--- src/design/dma_defines.svh ---
`ifndef DMA_DEFINES_SVH
`define DMA_DEFINES_SVH

// ------------------------------
// Bus geometry
// ------------------------------
// Byte address width
`define DMA_ADDR_W 16
// Wishbone data width
`define DMA_DATA_W 32
// Byte selects per word
`define DMA_STRB_W 4

// ------------------------------
// Request and buffering
// ------------------------------
`define DMA_LEN_W 12
`define DMA_FIFO_DEPTH 8

`endif

--- src/design/dma_pkg.sv ---
`include "dma_defines.svh"

package dma_pkg;

    // One word-bounded piece of a copy
    typedef struct packed {
        // Word-aligned address
        logic [`DMA_ADDR_W-1:0] addr;
        // First byte lane inside the word
        logic [1:0]             offset;
        // Bytes in this piece, 1 to 4
        logic [2:0]             count;
        // Final piece of the request
        logic                   last;
    } dma_piece_t;

    // Legalizer side
    typedef enum logic {
        LEG_IDLE,
        LEG_ACTIVE
    } leg_state_e;

    // Reader and writer FSM
    typedef enum logic [1:0] {
        PORT_IDLE,
        PORT_BUS,   // access open, waiting for ack
        PORT_MOVE   // bytes to or from the FIFO
    } port_state_e;

    // Shared bus owner
    typedef enum logic {
        OWN_READER,
        OWN_WRITER
    } arb_owner_e;

endpackage

--- src/design/dma_bus_if.sv ---
`timescale 1ns/100ps
`include "dma_defines.svh"

// Wishbone classic, single access per ack
interface dma_bus_if ();

    logic                   cyc;
    logic                   stb;
    logic                   we;
    logic [`DMA_ADDR_W-1:0] adr;
    logic [`DMA_DATA_W-1:0] dat_w;
    logic [`DMA_STRB_W-1:0] sel;
    // Slave side
    logic [`DMA_DATA_W-1:0] dat_r;
    logic                   ack;

    modport master (
        output cyc, stb, we, adr, dat_w, sel,
        input  dat_r, ack
    );

    modport slave (
        input  cyc, stb, we, adr, dat_w, sel,
        output dat_r, ack
    );

endinterface

--- src/design/dma_piece_if.sv ---
`timescale 1ns/100ps

// Piece channel, transfer on valid and ready
interface dma_piece_if import dma_pkg::*; ();

    logic       valid;
    logic       ready;
    dma_piece_t piece;

    modport source (
        output valid, piece,
        input  ready
    );

    modport sink (
        input  valid, piece,
        output ready
    );

endinterface

--- src/design/dma_legalizer.sv ---
`timescale 1ns/100ps
`include "dma_defines.svh"

module dma_legalizer import dma_pkg::*; (
    input  logic                   clk_i,
    input  logic                   rst_n_i,
    input  logic                   req_valid_i,
    output logic                   req_ready_o,
    input  logic [`DMA_ADDR_W-1:0] src_addr_i,
    input  logic [`DMA_ADDR_W-1:0] dst_addr_i,
    input  logic [`DMA_LEN_W-1:0]  length_i,
    input  logic                   done_i,
    output logic                   busy_o,
    dma_piece_if.source            rd_piece_o,
    dma_piece_if.source            wr_piece_o
);

    localparam int AW = `DMA_ADDR_W;
    localparam int LW = `DMA_LEN_W;

    // Index 0 is the read side, index 1 the write side
    leg_state_e      state_q    [2];
    logic [AW-1:0]   addr_q     [2];
    logic [LW-1:0]   len_q      [2];
    logic [AW-1:0]   start_addr [2];
    dma_piece_t      side_piece [2];
    logic            side_valid [2];
    logic            side_ready [2];
    logic            outstanding_q;
    logic            accept;

    // Cut at the word boundary or at the end of the copy
    function automatic dma_piece_t make_piece(input logic [AW-1:0] addr,
                                              input logic [LW-1:0] len);
        dma_piece_t p;
        logic [2:0] room;
        room     = 3'd4 - {1'b0, addr[1:0]};
        p.addr   = {addr[AW-1:2], 2'b00};
        p.offset = addr[1:0];
        p.last   = (len <= LW'(room));
        p.count  = p.last ? len[2:0] : room;
        return p;
    endfunction

    // ------------------------------
    // Request handshake
    // ------------------------------
    // New copy only once both sides drained and done seen
    assign req_ready_o = (state_q[0] == LEG_IDLE) && (state_q[1] == LEG_IDLE)
                         && !outstanding_q;
    assign accept      = req_valid_i && req_ready_o;
    assign busy_o      = outstanding_q;

    assign start_addr[0] = src_addr_i;
    assign start_addr[1] = dst_addr_i;

    always_comb begin
        for (int s = 0; s < 2; s++) begin
            side_piece[s] = make_piece(addr_q[s], len_q[s]);
            side_valid[s] = (state_q[s] == LEG_ACTIVE);
        end
    end

    // Channel mapping
    assign rd_piece_o.valid = side_valid[0];
    assign rd_piece_o.piece = side_piece[0];
    assign side_ready[0]    = rd_piece_o.ready;
    assign wr_piece_o.valid = side_valid[1];
    assign wr_piece_o.piece = side_piece[1];
    assign side_ready[1]    = wr_piece_o.ready;

    // ------------------------------
    // Side state
    // ------------------------------
    always_ff @(posedge clk_i) begin
        if (!rst_n_i) begin
            outstanding_q <= 1'b0;
            for (int s = 0; s < 2; s++) begin
                state_q[s] <= LEG_IDLE;
            end
        end else begin
            if (accept) begin
                outstanding_q <= 1'b1;
            end else if (done_i) begin
                outstanding_q <= 1'b0;
            end
            for (int s = 0; s < 2; s++) begin
                if (accept) begin
                    state_q[s] <= LEG_ACTIVE;
                end else if (side_valid[s] && side_ready[s] && side_piece[s].last) begin
                    state_q[s] <= LEG_IDLE;
                end
            end
        end
    end

    // Address and remaining length walk one piece per transfer
    always_ff @(posedge clk_i) begin
        for (int s = 0; s < 2; s++) begin
            if (accept) begin
                addr_q[s] <= start_addr[s];
                len_q[s]  <= length_i;
            end else if (side_valid[s] && side_ready[s]) begin
                addr_q[s] <= addr_q[s] + AW'(side_piece[s].count);
                len_q[s]  <= len_q[s] - LW'(side_piece[s].count);
            end
        end
    end

    // ------------------------------
    // Assertions
    // ------------------------------
    for (genvar s = 0; s < 2; s++) begin : g_hold
        assert property (@(posedge clk_i) disable iff (!rst_n_i)
            side_valid[s] && !side_ready[s] |=> side_valid[s] && $stable(side_piece[s]));
    end

    assert property (@(posedge clk_i) disable iff (!rst_n_i)
        accept |-> length_i != '0);

endmodule

--- src/design/dma_reader.sv ---
`timescale 1ns/100ps
`include "dma_defines.svh"

module dma_reader import dma_pkg::*; (
    input  logic       clk_i,
    input  logic       rst_n_i,
    dma_piece_if.sink  piece_i,
    dma_bus_if.master  bus_o,
    output logic       push_o,
    output logic [7:0] push_data_o,
    input  logic       full_i
);

    port_state_e            state_q;
    dma_piece_t             piece_q;
    logic [`DMA_DATA_W-1:0] word_q;
    // Current lane and bytes still to push
    logic [1:0]             lane_q;
    logic [2:0]             left_q;

    assign piece_i.ready = (state_q == PORT_IDLE);

    // Whole-word read, lanes picked later
    assign bus_o.cyc   = (state_q == PORT_BUS);
    assign bus_o.stb   = (state_q == PORT_BUS);
    assign bus_o.we    = 1'b0;
    assign bus_o.adr   = piece_q.addr;
    assign bus_o.dat_w = '0;
    assign bus_o.sel   = '1;

    assign push_o      = (state_q == PORT_MOVE) && !full_i;
    assign push_data_o = word_q[{lane_q, 3'b000} +: 8];

    always_ff @(posedge clk_i) begin
        if (!rst_n_i) begin
            state_q <= PORT_IDLE;
        end else begin
            case (state_q)
                PORT_IDLE: begin
                    if (piece_i.valid) begin
                        state_q <= PORT_BUS;
                    end
                end
                PORT_BUS: begin
                    if (bus_o.ack) begin
                        state_q <= PORT_MOVE;
                    end
                end
                PORT_MOVE: begin
                    // Final byte of the piece
                    if (push_o && left_q == 3'd1) begin
                        state_q <= PORT_IDLE;
                    end
                end
                default: state_q <= PORT_IDLE;
            endcase
        end
    end

    always_ff @(posedge clk_i) begin
        if (piece_i.valid && piece_i.ready) begin
            piece_q <= piece_i.piece;
        end
        if (state_q == PORT_BUS && bus_o.ack) begin
            word_q <= bus_o.dat_r;
            lane_q <= piece_q.offset;
            left_q <= piece_q.count;
        end else if (push_o) begin
            lane_q <= lane_q + 2'd1;
            left_q <= left_q - 3'd1;
        end
    end

endmodule

--- src/design/dma_writer.sv ---
`timescale 1ns/100ps
`include "dma_defines.svh"

module dma_writer import dma_pkg::*; (
    input  logic       clk_i,
    input  logic       rst_n_i,
    dma_piece_if.sink  piece_i,
    dma_bus_if.master  bus_o,
    output logic       pop_o,
    input  logic [7:0] pop_data_i,
    input  logic       empty_i,
    output logic       done_o
);

    port_state_e            state_q;
    dma_piece_t             piece_q;
    logic [`DMA_DATA_W-1:0] data_q;
    logic [`DMA_STRB_W-1:0] sel_q;
    logic [1:0]             lane_q;
    logic [2:0]             left_q;
    logic                   done_q;

    assign piece_i.ready = (state_q == PORT_IDLE);
    assign pop_o         = (state_q == PORT_MOVE) && !empty_i;

    // Write carries only the lanes filled from the FIFO
    assign bus_o.cyc   = (state_q == PORT_BUS);
    assign bus_o.stb   = (state_q == PORT_BUS);
    assign bus_o.we    = 1'b1;
    assign bus_o.adr   = piece_q.addr;
    assign bus_o.dat_w = data_q;
    assign bus_o.sel   = sel_q;

    assign done_o = done_q;

    always_ff @(posedge clk_i) begin
        if (!rst_n_i) begin
            state_q <= PORT_IDLE;
            done_q  <= 1'b0;
        end else begin
            // One-cycle pulse after the ack of the final write
            done_q <= (state_q == PORT_BUS) && bus_o.ack && piece_q.last;
            case (state_q)
                PORT_IDLE: begin
                    if (piece_i.valid) begin
                        state_q <= PORT_MOVE;
                    end
                end
                PORT_MOVE: begin
                    if (pop_o && left_q == 3'd1) begin
                        state_q <= PORT_BUS;
                    end
                end
                PORT_BUS: begin
                    if (bus_o.ack) begin
                        state_q <= PORT_IDLE;
                    end
                end
                default: state_q <= PORT_IDLE;
            endcase
        end
    end

    // Lane packing
    always_ff @(posedge clk_i) begin
        if (piece_i.valid && piece_i.ready) begin
            piece_q <= piece_i.piece;
            lane_q  <= piece_i.piece.offset;
            left_q  <= piece_i.piece.count;
            sel_q   <= '0;
        end else if (pop_o) begin
            data_q[{lane_q, 3'b000} +: 8] <= pop_data_i;
            sel_q[lane_q]                 <= 1'b1;
            lane_q                        <= lane_q + 2'd1;
            left_q                        <= left_q - 3'd1;
        end
    end

    assert property (@(posedge clk_i) disable iff (!rst_n_i)
        bus_o.stb |-> bus_o.sel != '0);

endmodule

--- src/design/dma_byte_fifo.sv ---
`timescale 1ns/100ps
`include "dma_defines.svh"

module dma_byte_fifo (
    input  logic       clk_i,
    input  logic       rst_n_i,
    input  logic       push_i,
    input  logic [7:0] push_data_i,
    output logic       full_o,
    input  logic       pop_i,
    output logic [7:0] pop_data_o,
    output logic       empty_o
);

    localparam int DEPTH = `DMA_FIFO_DEPTH;
    localparam int PW    = $clog2(DEPTH);

    logic [7:0]  mem_q [DEPTH];
    logic [PW-1:0] wr_ptr_q;
    logic [PW-1:0] rd_ptr_q;
    logic [PW:0]   count_q;

    assign full_o     = (count_q == (PW + 1)'(DEPTH));
    assign empty_o    = (count_q == '0);
    // First-word fall-through
    assign pop_data_o = mem_q[rd_ptr_q];

    always_ff @(posedge clk_i) begin
        if (!rst_n_i) begin
            wr_ptr_q <= '0;
            rd_ptr_q <= '0;
            count_q  <= '0;
        end else begin
            if (push_i) begin
                wr_ptr_q <= wr_ptr_q + 1'b1;
            end
            if (pop_i) begin
                rd_ptr_q <= rd_ptr_q + 1'b1;
            end
            // Occupancy, unchanged on simultaneous push and pop
            if (push_i && !pop_i) begin
                count_q <= count_q + 1'b1;
            end else if (pop_i && !push_i) begin
                count_q <= count_q - 1'b1;
            end
        end
    end

    always_ff @(posedge clk_i) begin
        if (push_i) begin
            mem_q[wr_ptr_q] <= push_data_i;
        end
    end

    assert property (@(posedge clk_i) disable iff (!rst_n_i) push_i |-> !full_o);
    assert property (@(posedge clk_i) disable iff (!rst_n_i) pop_i |-> !empty_o);

endmodule

--- src/design/dma_bus_arbiter.sv ---
`timescale 1ns/100ps

module dma_bus_arbiter import dma_pkg::*; (
    input  logic      clk_i,
    input  logic      rst_n_i,
    dma_bus_if.slave  rd_bus_i,
    dma_bus_if.slave  wr_bus_i,
    dma_bus_if.master mem_bus_o
);

    arb_owner_e owner_q;
    arb_owner_e next_owner;
    logic       locked_q;
    logic       rd_req;
    logic       wr_req;
    logic       own_rd;

    assign rd_req = rd_bus_i.cyc && rd_bus_i.stb;
    assign wr_req = wr_bus_i.cyc && wr_bus_i.stb;
    assign own_rd = (owner_q == OWN_READER);

    // Other side first, else the last owner again
    always_comb begin
        next_owner = owner_q;
        if (own_rd) begin
            if (wr_req) begin
                next_owner = OWN_WRITER;
            end
        end else if (rd_req) begin
            next_owner = OWN_READER;
        end
    end

    // ------------------------------
    // Grant and release
    // ------------------------------
    always_ff @(posedge clk_i) begin
        if (!rst_n_i) begin
            owner_q  <= OWN_READER;
            locked_q <= 1'b0;
        end else if (!locked_q) begin
            if (rd_req || wr_req) begin
                owner_q  <= next_owner;
                locked_q <= 1'b1;
            end
        end else if (mem_bus_o.ack) begin
            locked_q <= 1'b0;
        end
    end

    // Owner's master signals onto the memory bus
    assign mem_bus_o.cyc   = locked_q && (own_rd ? rd_bus_i.cyc : wr_bus_i.cyc);
    assign mem_bus_o.stb   = locked_q && (own_rd ? rd_bus_i.stb : wr_bus_i.stb);
    assign mem_bus_o.we    = own_rd ? rd_bus_i.we    : wr_bus_i.we;
    assign mem_bus_o.adr   = own_rd ? rd_bus_i.adr   : wr_bus_i.adr;
    assign mem_bus_o.dat_w = own_rd ? rd_bus_i.dat_w : wr_bus_i.dat_w;
    assign mem_bus_o.sel   = own_rd ? rd_bus_i.sel   : wr_bus_i.sel;

    // Ack and read data back to the owner only
    assign rd_bus_i.ack   = locked_q && own_rd && mem_bus_o.ack;
    assign wr_bus_i.ack   = locked_q && !own_rd && mem_bus_o.ack;
    assign rd_bus_i.dat_r = own_rd ? mem_bus_o.dat_r : '0;
    assign wr_bus_i.dat_r = own_rd ? '0 : mem_bus_o.dat_r;

    // Open cycle keeps its owner and stays open until ack
    assert property (@(posedge clk_i) disable iff (!rst_n_i)
        mem_bus_o.cyc && !mem_bus_o.ack |=> $stable(owner_q) && mem_bus_o.cyc);

endmodule

--- src/design/dma_top.sv ---
`timescale 1ns/100ps
`include "dma_defines.svh"

module dma_top (
    input  logic                   clk_i,
    input  logic                   rst_n_i,
    // Copy request
    input  logic                   req_valid_i,
    output logic                   req_ready_o,
    input  logic [`DMA_ADDR_W-1:0] src_addr_i,
    input  logic [`DMA_ADDR_W-1:0] dst_addr_i,
    input  logic [`DMA_LEN_W-1:0]  length_i,
    output logic                   busy_o,
    output logic                   done_o,
    // Wishbone master
    output logic                   wb_cyc_o,
    output logic                   wb_stb_o,
    output logic                   wb_we_o,
    output logic [`DMA_ADDR_W-1:0] wb_adr_o,
    output logic [`DMA_DATA_W-1:0] wb_dat_o,
    output logic [`DMA_STRB_W-1:0] wb_sel_o,
    input  logic [`DMA_DATA_W-1:0] wb_dat_i,
    input  logic                   wb_ack_i
);

    dma_piece_if rd_piece ();
    dma_piece_if wr_piece ();
    dma_bus_if   rd_bus ();
    dma_bus_if   wr_bus ();
    dma_bus_if   mem_bus ();

    logic       push;
    logic [7:0] push_data;
    logic       full;
    logic       pop;
    logic [7:0] pop_data;
    logic       empty;

    dma_legalizer u_legalizer (
        .clk_i, .rst_n_i, .req_valid_i, .req_ready_o,
        .src_addr_i, .dst_addr_i, .length_i,
        .done_i     (done_o),
        .busy_o,
        .rd_piece_o (rd_piece),
        .wr_piece_o (wr_piece)
    );

    dma_reader u_reader (
        .clk_i, .rst_n_i,
        .piece_i (rd_piece), .bus_o (rd_bus),
        .push_o (push), .push_data_o (push_data), .full_i (full)
    );

    dma_byte_fifo u_fifo (
        .clk_i, .rst_n_i,
        .push_i (push), .push_data_i (push_data), .full_o (full),
        .pop_i (pop), .pop_data_o (pop_data), .empty_o (empty)
    );

    dma_writer u_writer (
        .clk_i, .rst_n_i,
        .piece_i (wr_piece), .bus_o (wr_bus),
        .pop_o (pop), .pop_data_i (pop_data), .empty_i (empty),
        .done_o
    );

    dma_bus_arbiter u_arbiter (
        .clk_i, .rst_n_i,
        .rd_bus_i (rd_bus), .wr_bus_i (wr_bus), .mem_bus_o (mem_bus)
    );

    // Shared master out to the pins
    assign wb_cyc_o      = mem_bus.cyc;
    assign wb_stb_o      = mem_bus.stb;
    assign wb_we_o       = mem_bus.we;
    assign wb_adr_o      = mem_bus.adr;
    assign wb_dat_o      = mem_bus.dat_w;
    assign wb_sel_o      = mem_bus.sel;
    assign mem_bus.dat_r = wb_dat_i;
    assign mem_bus.ack   = wb_ack_i;

endmodule

--- config.mk ---
export PLATFORM = sky130hd
export DESIGN_NAME = dma_top
export DESIGN_NICKNAME = d
export VERILOG_FILES = /design/src/design/dma_pkg.sv /design/src/design/dma_bus_if.sv /design/src/design/dma_piece_if.sv /design/src/design/dma_legalizer.sv /design/src/design/dma_reader.sv /design/src/design/dma_writer.sv /design/src/design/dma_byte_fifo.sv /design/src/design/dma_bus_arbiter.sv /design/src/design/dma_top.sv
export VERILOG_INCLUDE_DIRS = /design/src /design/src/design
export SDC_FILE = /design/constraint.sdc
export NUM_CORES = 1
export LEC_CHECK = 0
export BUFFER_PORTS_ARGS = -buffer_cell sky130_fd_sc_hd__buf_2
export CORE_MARGIN = 2
export CORE_UTILIZATION = 59
export CTS_CLUSTER_DIAMETER = 30
export CTS_CLUSTER_SIZE = 28
export DETAILED_ROUTE_END_ITERATION = 6
export GPL_TIMING_DRIVEN = 0
export PLACE_DENSITY = 0.92
export SLEW_MARGIN = 20
export SYNTH_ARGS = -nofsm -noshare
export SYNTH_HDL_FRONTEND = slang
export SYNTH_SLANG_ARGS = --single-unit
--- constraint.sdc ---
create_clock -name clk_i -period 5.1 [get_ports clk_i]
set_clock_uncertainty 0.05 [all_clocks]
set_input_delay 1.02 -clock clk_i [delete_from_list [all_inputs] [get_ports clk_i]]
set_output_delay 1.02 -clock clk_i [all_outputs]
set_load 0.03 [all_outputs]
# --- After elaboration in Yosys (flattened, before gate mapping) ---
# Memory sizes are Yosys's and may differ from the RTL's. A register that Yosys moved wholly into a read port is not among the register bits.
# Index checks and enable logic that the tools add are counted.
word_totals:
  memories: 4
  output_inout_bits: 58
  in_bits: 80
  wordCells: 180
  register_bits: 130
  ramBits: 122
op_classes:
  eq_ne: 13
  n_mux: 67
  bitwise: 14
  add_sub_neg: 15
  n_reduce_logical: 39
  shift: 3
  n_lt_le_gt_ge: 4
mem_list:
  columns: ["name", "depth", "word_bits", "read_ports", "rd_clocked_by_memory_dff", "write_ports", "line_no", "text"]
  rows:
  - ["u_fifo.mem_q", 8, 8, 1, 1, 1, "dma_byte_fifo.sv:18", "logic [7:0] mem_q [DEPTH];"]
  - ["u_legalizer.addr_q", 2, 16, 2, 0, 2, "dma_legalizer.sv:23", "logic [AW-1:0] addr_q [2];"]
  - ["u_legalizer.len_q", 2, 12, 2, 0, 2, "dma_legalizer.sv:24", "logic [LW-1:0] len_q [2];"]
  - ["u_legalizer.state_q", 2, 1, 2, 0, 2, "dma_legalizer.sv:22", "leg_state_e state_q [2];"]
ops:
  columns: ["op", "n"]
  rows:
  - ["two-way mux 16 bit", 3]
  - ["two-way mux 1 bit", 36]
  - ["adder 16 x 3 -> 16 bit", 2]
  - ["bitwise mux 32 bit", 1]
  - ["two-way mux 32 bit", 1]
  - ["variable shift 8 x 7 -> 32 bit, first input constant", 1]
  - ["variable part select 32 x 6 -> 8 bit", 1]
  - ["variable part select 8 x 7 -> 32 bit", 1]
  - ["less-or-equal comparator 12 x 3 -> 1 bit", 2]
  - ["two-way mux 12 bit", 2]
  - ["two-way mux 3 bit", 8]
  - ["subtractor 12 x 3 -> 12 bit", 2]
  - ["logical AND 1 bit", 22]
  - ["two-way mux 2 bit", 10]
  - ["two-way mux 4 bit", 3]
  - ["case mux 2 bit (3 select lines)", 2]
  - ["inequality test 2 bit, second input constant", 4]
  - ["bitwise OR 1 bit", 8]
  - ["nonzero test 2 bit", 4]
  - ["negation 5 -> 7 bit", 1]
  - ["adder 3 x 1 -> 3 bit, second input constant", 2]
  - ["equality test 3 x 1 -> 1 bit, second input constant", 2]
  - ["AND reduction 3 bit", 2]
  - ["subtractor 3 x 1 -> 3 bit, second input constant", 2]
  - ["18 further kinds", 33]

# --- Depth between registers and ports, before layout ---
# An unclocked memory read counts as a cell.
depth:
  ltp_word: 10
  ltp_mapped: 16
  ltp_nobuf: 16

# --- By module ---
# A second synthesis with hierarchy kept.
hier_totals:
  cells_unflattened: 1036
  hier_area_um2: 13515.5
by_module_without_submodules:
  columns: ["mod", "cells_each", "seq_area_each_um2", "instances", "area_per_inst_um2"]
  rows:
  - ["dma_legalizer", 411, 1751.7, 1, 3948.8]
  - ["dma_byte_fifo", 162, 2182.1, 1, 3113.0]
  - ["dma_reader", 154, 1781.7, 1, 2616.3]
  - ["dma_writer", 164, 1761.7, 1, 2587.5]
  - ["dma_bus_arbiter", 145, 40.0, 1, 1249.9]

# --- Least setup slack after synthesis ---
# No wires, ideal clock.
synth_timing:
  path_type: "register to register"
  startpoint: "memory u_legalizer.addr_q[0][1] (netlist bit)"
  endpoint: "memory u_legalizer.addr_q[0][9] (netlist bit), data pin"
  arrival_ns: 3.415
  t_required_ns: 4.783
  setup_time_ns: 0.267
  path_stages_with_launch: 16
  slack_ns: 1.369
  period_less_slack_ns: 3.731
  path_buffers: 0
  path_cell_list: "edfxtp_1 -> inv_1 -> ha_1 -> inv_1 -> ha_1 -> nor2b_1 -> o21ai_0 -> a32oi_1 -> nor4_4 -> mux2i_1 -> ha_1 -> a21o_1 -> a21oi_1 -> nor3b_1 -> xnor2_1 -> o21ai_0"
synth_rtl:
  columns: ["element", "line_no"]
  rows:
  - ["start, declared", "dma_legalizer.sv:23"]

==> flow_summary.rst <==
.. list-table::
   :header-rows: 1

   * - Metric
     - Value
   * - NumNets Final
     - 1203
   * - Startpoint Class
     - flip-flop
   * - Routed Antenna Nets
     - 0
   * - Critical path's most frequent cell
     - ha_1
   * - Setup repair after global routing missed its margin
     - false
   * - CTS H-tree depth
     - 2
   * - Number of setup violations in the final report
     - 0
   * - Maximum number of pins on one net before global-route repair
     - 33
   * - Number of cells traversed by the worst register-to-register path
     - 15
   * - Core ar.
     - 19530 um2
   * - Slew of the pin with the lowest slew margin
     - 845.1 ps
   * - Crit path largest cell delay
     - 630 ps
   * - Sink Count
     - 255
   * - Hold-critical path endpoint
     - u_reader.bus_o.adr[2]$_DFFE_PP_
   * - Sequential element share of the synthesized area
     - 62.87%
   * - Clock transition at the registers of the reported paths
     - 60 ps
   * - Vias in the first global route
     - 8154
   * - CTS Root Buffer Type
     - clkbuf_16
   * - Setup bufs post-CTS
     - 0
   * - Number of vias in the routed layout
     - 7967
   * - Post-synthesis cell area
     - 11770 um2
   * - Cell taking the most area after synthesis
     - edfxtp_1
   * - Full die area
     - 21090 um2
   * - Vias per Instance
     - 5.790
   * - Number of pins exceeding their max-slew limit in the final report
     - 0
   * - Max-capacitance violation count
     - 0
   * - Remaining Overflow, GRT
     - 0
   * - Hold Path Cell Cnt
     - 0
   * - Biggest area contributors in the synthesized netlist
     - edfxtp_1, mux4_2, dfxtp_1
   * - Avg Inst Size Synth
     - 13.01 um2
   * - Tmin final
     - 4698 ps
   * - Most used flip-flop cell after synthesis
     - edfxtp_1
   * - Synth Register Bits
     - 255
   * - Standard cell with the maximum stage delay on the critical path
     - a21oi_1
   * - Port buffer count
     - 135
   * - Power density over cell area
     - 427.6 nW/um2
   * - Largest fanout of any net on the critical path
     - 7
   * - Maximum clock rate
     - 212.9 MHz
   * - Worst-path cell chain
     - inv_1 -> ha_1 -> inv_1 -> ha_1 -> nor2b_1 -> o21ai_0 -> a32oi_1 -> nor4_4 -> mux2i_1 -> ha_1 -> a21o_1 -> a21oi_1 -> nor4_1 -> xnor2_1 -> o21ai_0
   * - Start-to-end type of the worst setup path
     - reg2reg
   * - Total wire length
     - 27.11 mm
   * - CTS Hold Bufs
     - 0
   * - Die extent in y
     - 145.2 um
   * - Clock insertion delay at the later pin of the skew report
     - 520 ps
   * - R2r endpoint
     - u_legalizer.addr_q[0][15]$_DFFE_PP_
   * - Ratio of cells with drive above 1 in the final layout
     - 23.15%
   * - FFs w/ async S/R, synth
     - 0%
   * - Wire length of the first global-routing pass
     - 43.05 mm
   * - Final hold violation count
     - 0
   * - Worst min path class
     - reg2reg
   * - Gpl congestion
     - 0.8645
   * - Warning count from the yosys run
     - 0
   * - Area share of the largest cell type after synthesis
     - 58.45%
   * - DRC violation count after routing
     - 0
   * - Pre-antenna DRT Iters
     - 5
   * - Peak ir drop on the vdd network
     - 0.0003260 V
   * - Endpoint kind of the worst setup timing path
     - flip-flop
   * - Non-Filler Instances
     - 1376
   * - Final routed wire length divided by cell count
     - 19.70 um
   * - Most instantiated cells after synthesis
     - edfxtp_1, nand2_1, nor2_1
   * - Most frequent cell after synthesis
     - edfxtp_1
   * - Post-detailed-placement half-perimeter wirelength
     - 18.40 mm
   * - Overall power
     - 6.044 mW
   * - Arrival time worst endpoint
     - 4910 ps
   * - Register-to-register setup slack
     - 400 ps
   * - Launch point of the worst reg-to-reg path
     - u_legalizer.addr_q[0][0]$_DFFE_PP_
   * - Instance count of the mapped netlist
     - 904
   * - Maximum count of clock buffers along a single path
     - 3
   * - IO Count
     - 138
   * - Initial core utilization
     - 60.25%
   * - Run status
     - complete, no violations
   * - Total negative slack
     - 0 ps
   * - Crit share post-route
     - 92.11%
   * - Die X
     - 145.2 um
   * - Total clock buffers created by CTS
     - 39
   * - Placed cells
     - 1305
   * - Number of distinct library cells after synthesis
     - 49
   * - Static power due to leakage
     - 5.408 nW
   * - Start point of the worst min-delay path
     - u_legalizer.addr_q[0][2]$_DFFE_PP_
   * - Normalized max-slew margin
     - 43.60%
   * - Crit path required time
     - 5310 ps
   * - Drt initial violations
     - 701
   * - Post_cts resized
     - 0
   * - Antenna violations before repair
     - 0
   * - Global-route total usage across every layer
     - 26.02%
   * - Layout overhead on the synthesized area
     - 20.14%
   * - Site row count
     - 51
   * - EDFF count, synth
     - 229
   * - Clock tree from TritonCTS
     - done
-- sequential cells by signal, indices dropped and copies added (netlist names), 4 cells and up, named ones only --
register,count
u_reader.word_q,32
u_reader.piece_q,5
u_fifo.count_q,4
u_reader.bus_o.adr,14
u_writer.bus_o.sel,4
u_writer.bus_o.adr,14
u_legalizer.addr_q,32
u_fifo.mem_q,64
u_legalizer.len_q,24
u_writer.bus_o.dat_w,32
-- power breakdown --
part | switching (mW) | internal (mW)
clock | 0.993 | 1.68
combinational | 0.496 | 0.292
sequential | 0.109 | 2.47
-- how the worst max path moves through the flow --
stage | startpoint | end | slack (ps) | cells past startpoint
3_5_place_dp | u_legalizer.addr_q[0][1]$_DFFE_PP_ | u_legalizer.addr_q[0][15]$_DFFE_PP_ | 440 | 15
5_1_grt | u_legalizer.addr_q[0][0]$_DFFE_PP_ | u_legalizer.addr_q[0][15]$_DFFE_PP_ | 40 | 15
3_3_place_gp | u_legalizer.addr_q[0][1]$_DFFE_PP_ | u_legalizer.addr_q[0][15]$_DFFE_PP_ | 530 | 15
2_1_floorplan | u_legalizer.addr_q[0][1]$_DFFE_PP_ | u_legalizer.addr_q[0][9]$_DFFE_PP_ | 1370 | 15
6_report | u_legalizer.addr_q[0][0]$_DFFE_PP_ | u_legalizer.addr_q[0][15]$_DFFE_PP_ | 400 | 15
4_1_cts | u_legalizer.addr_q[0][1]$_DFFE_PP_ | u_legalizer.addr_q[0][15]$_DFFE_PP_ | 370 | 15
-- metal layers --
| layer | GRT usage, % | vias to the layer above | wire length [um] |
|---|---|---|---|
| met4 | 8.676 | 0 | 695 |
| met2 | 46.04 | 407 | 14180 |
| met1 | 32.28 | 3901 | 10180 |
| li1 | - | 3599 | - |
| met5 | 0 | - | 0 |
| met3 | 4.969 | 60 | 2057 |
-- cells in the final DEF (no fill, tap or decap), drive strengths merged, types with 2 or more instances in the layout --
| cell | instances |
|---|---|
| a21o | 4 |
| ha | 37 |
| inv | 46 |
| clkinv | 7 |
| dfxtp | 26 |
| xor2 | 29 |
| bufinv | 3 |
| mux2 | 16 |
| nor3b | 3 |
| buf | 145 |
| or4 | 3 |
| conb | 2 |
| nand4 | 4 |
| nand2 | 99 |
| a21oi | 22 |
| xnor2 | 28 |
| and2 | 36 |
| mux2i | 19 |
| nand3b | 6 |
| clkbuf | 75 |
| and4 | 2 |
| nor2 | 82 |
| nor2b | 42 |
| nor3 | 12 |
| mux4 | 24 |
| clkinvlp | 2 |
| or3 | 3 |
| nor4 | 6 |
| nand3 | 13 |
| nand2b | 8 |
| o21ai | 58 |
| edfxtp | 229 |
| fa | 5 |
-- critical path, delay by kind of cell (launching register included) --
kind            cells  cell delay, ps
flops               1             430
buf+inv             2             160
compound gates      5            1220
xor+xnor            1             200
mux                 1             580
simple gates        3             860
fa+ha+maj           3             950
-- kinds of logic after synthesis --
logic type               count (synthesis)  share of synthesized area, %
XOR/XNOR                                57                         4.243
AO/OA/AOI/OAI                           95                         4.467
multiplexers                            59                         7.774
adder cells (fa/ha/maj)                 42                         4.786
other                                    1                       0.03187
AND/OR/NAND/NOR                        322                         13.39
buffers and inverters                   73                         2.435
flip-flops                             255                         62.87
-- layout make-up --
cell class,instances,area (um2)
buffer,38,156.4
fill,1192,5391
clock buffer,47,1067
clock inverter,23,272.8
antenna,1,2.502
tap,265,331.6
inverter,35,131.4
sequential,255,7397
timing repair buffer,135,675.6
multi-input combinational,577,4100
-- stage by stage --
step	hold slack, ps	worst slack, ps	instance area, um2	util, %
after floorplan	378.0	1369	11770	-
final	406.9	402.4	14130	72.39
after global placement	386.1	527.6	12780	65.43
after CTS	402.5	372.5	14130	72.35
after global routing	406.7	40.04	14130	72.38
after detailed placement	395.0	441.5	12790	65.49
Power figures use the tool's default switching activity.
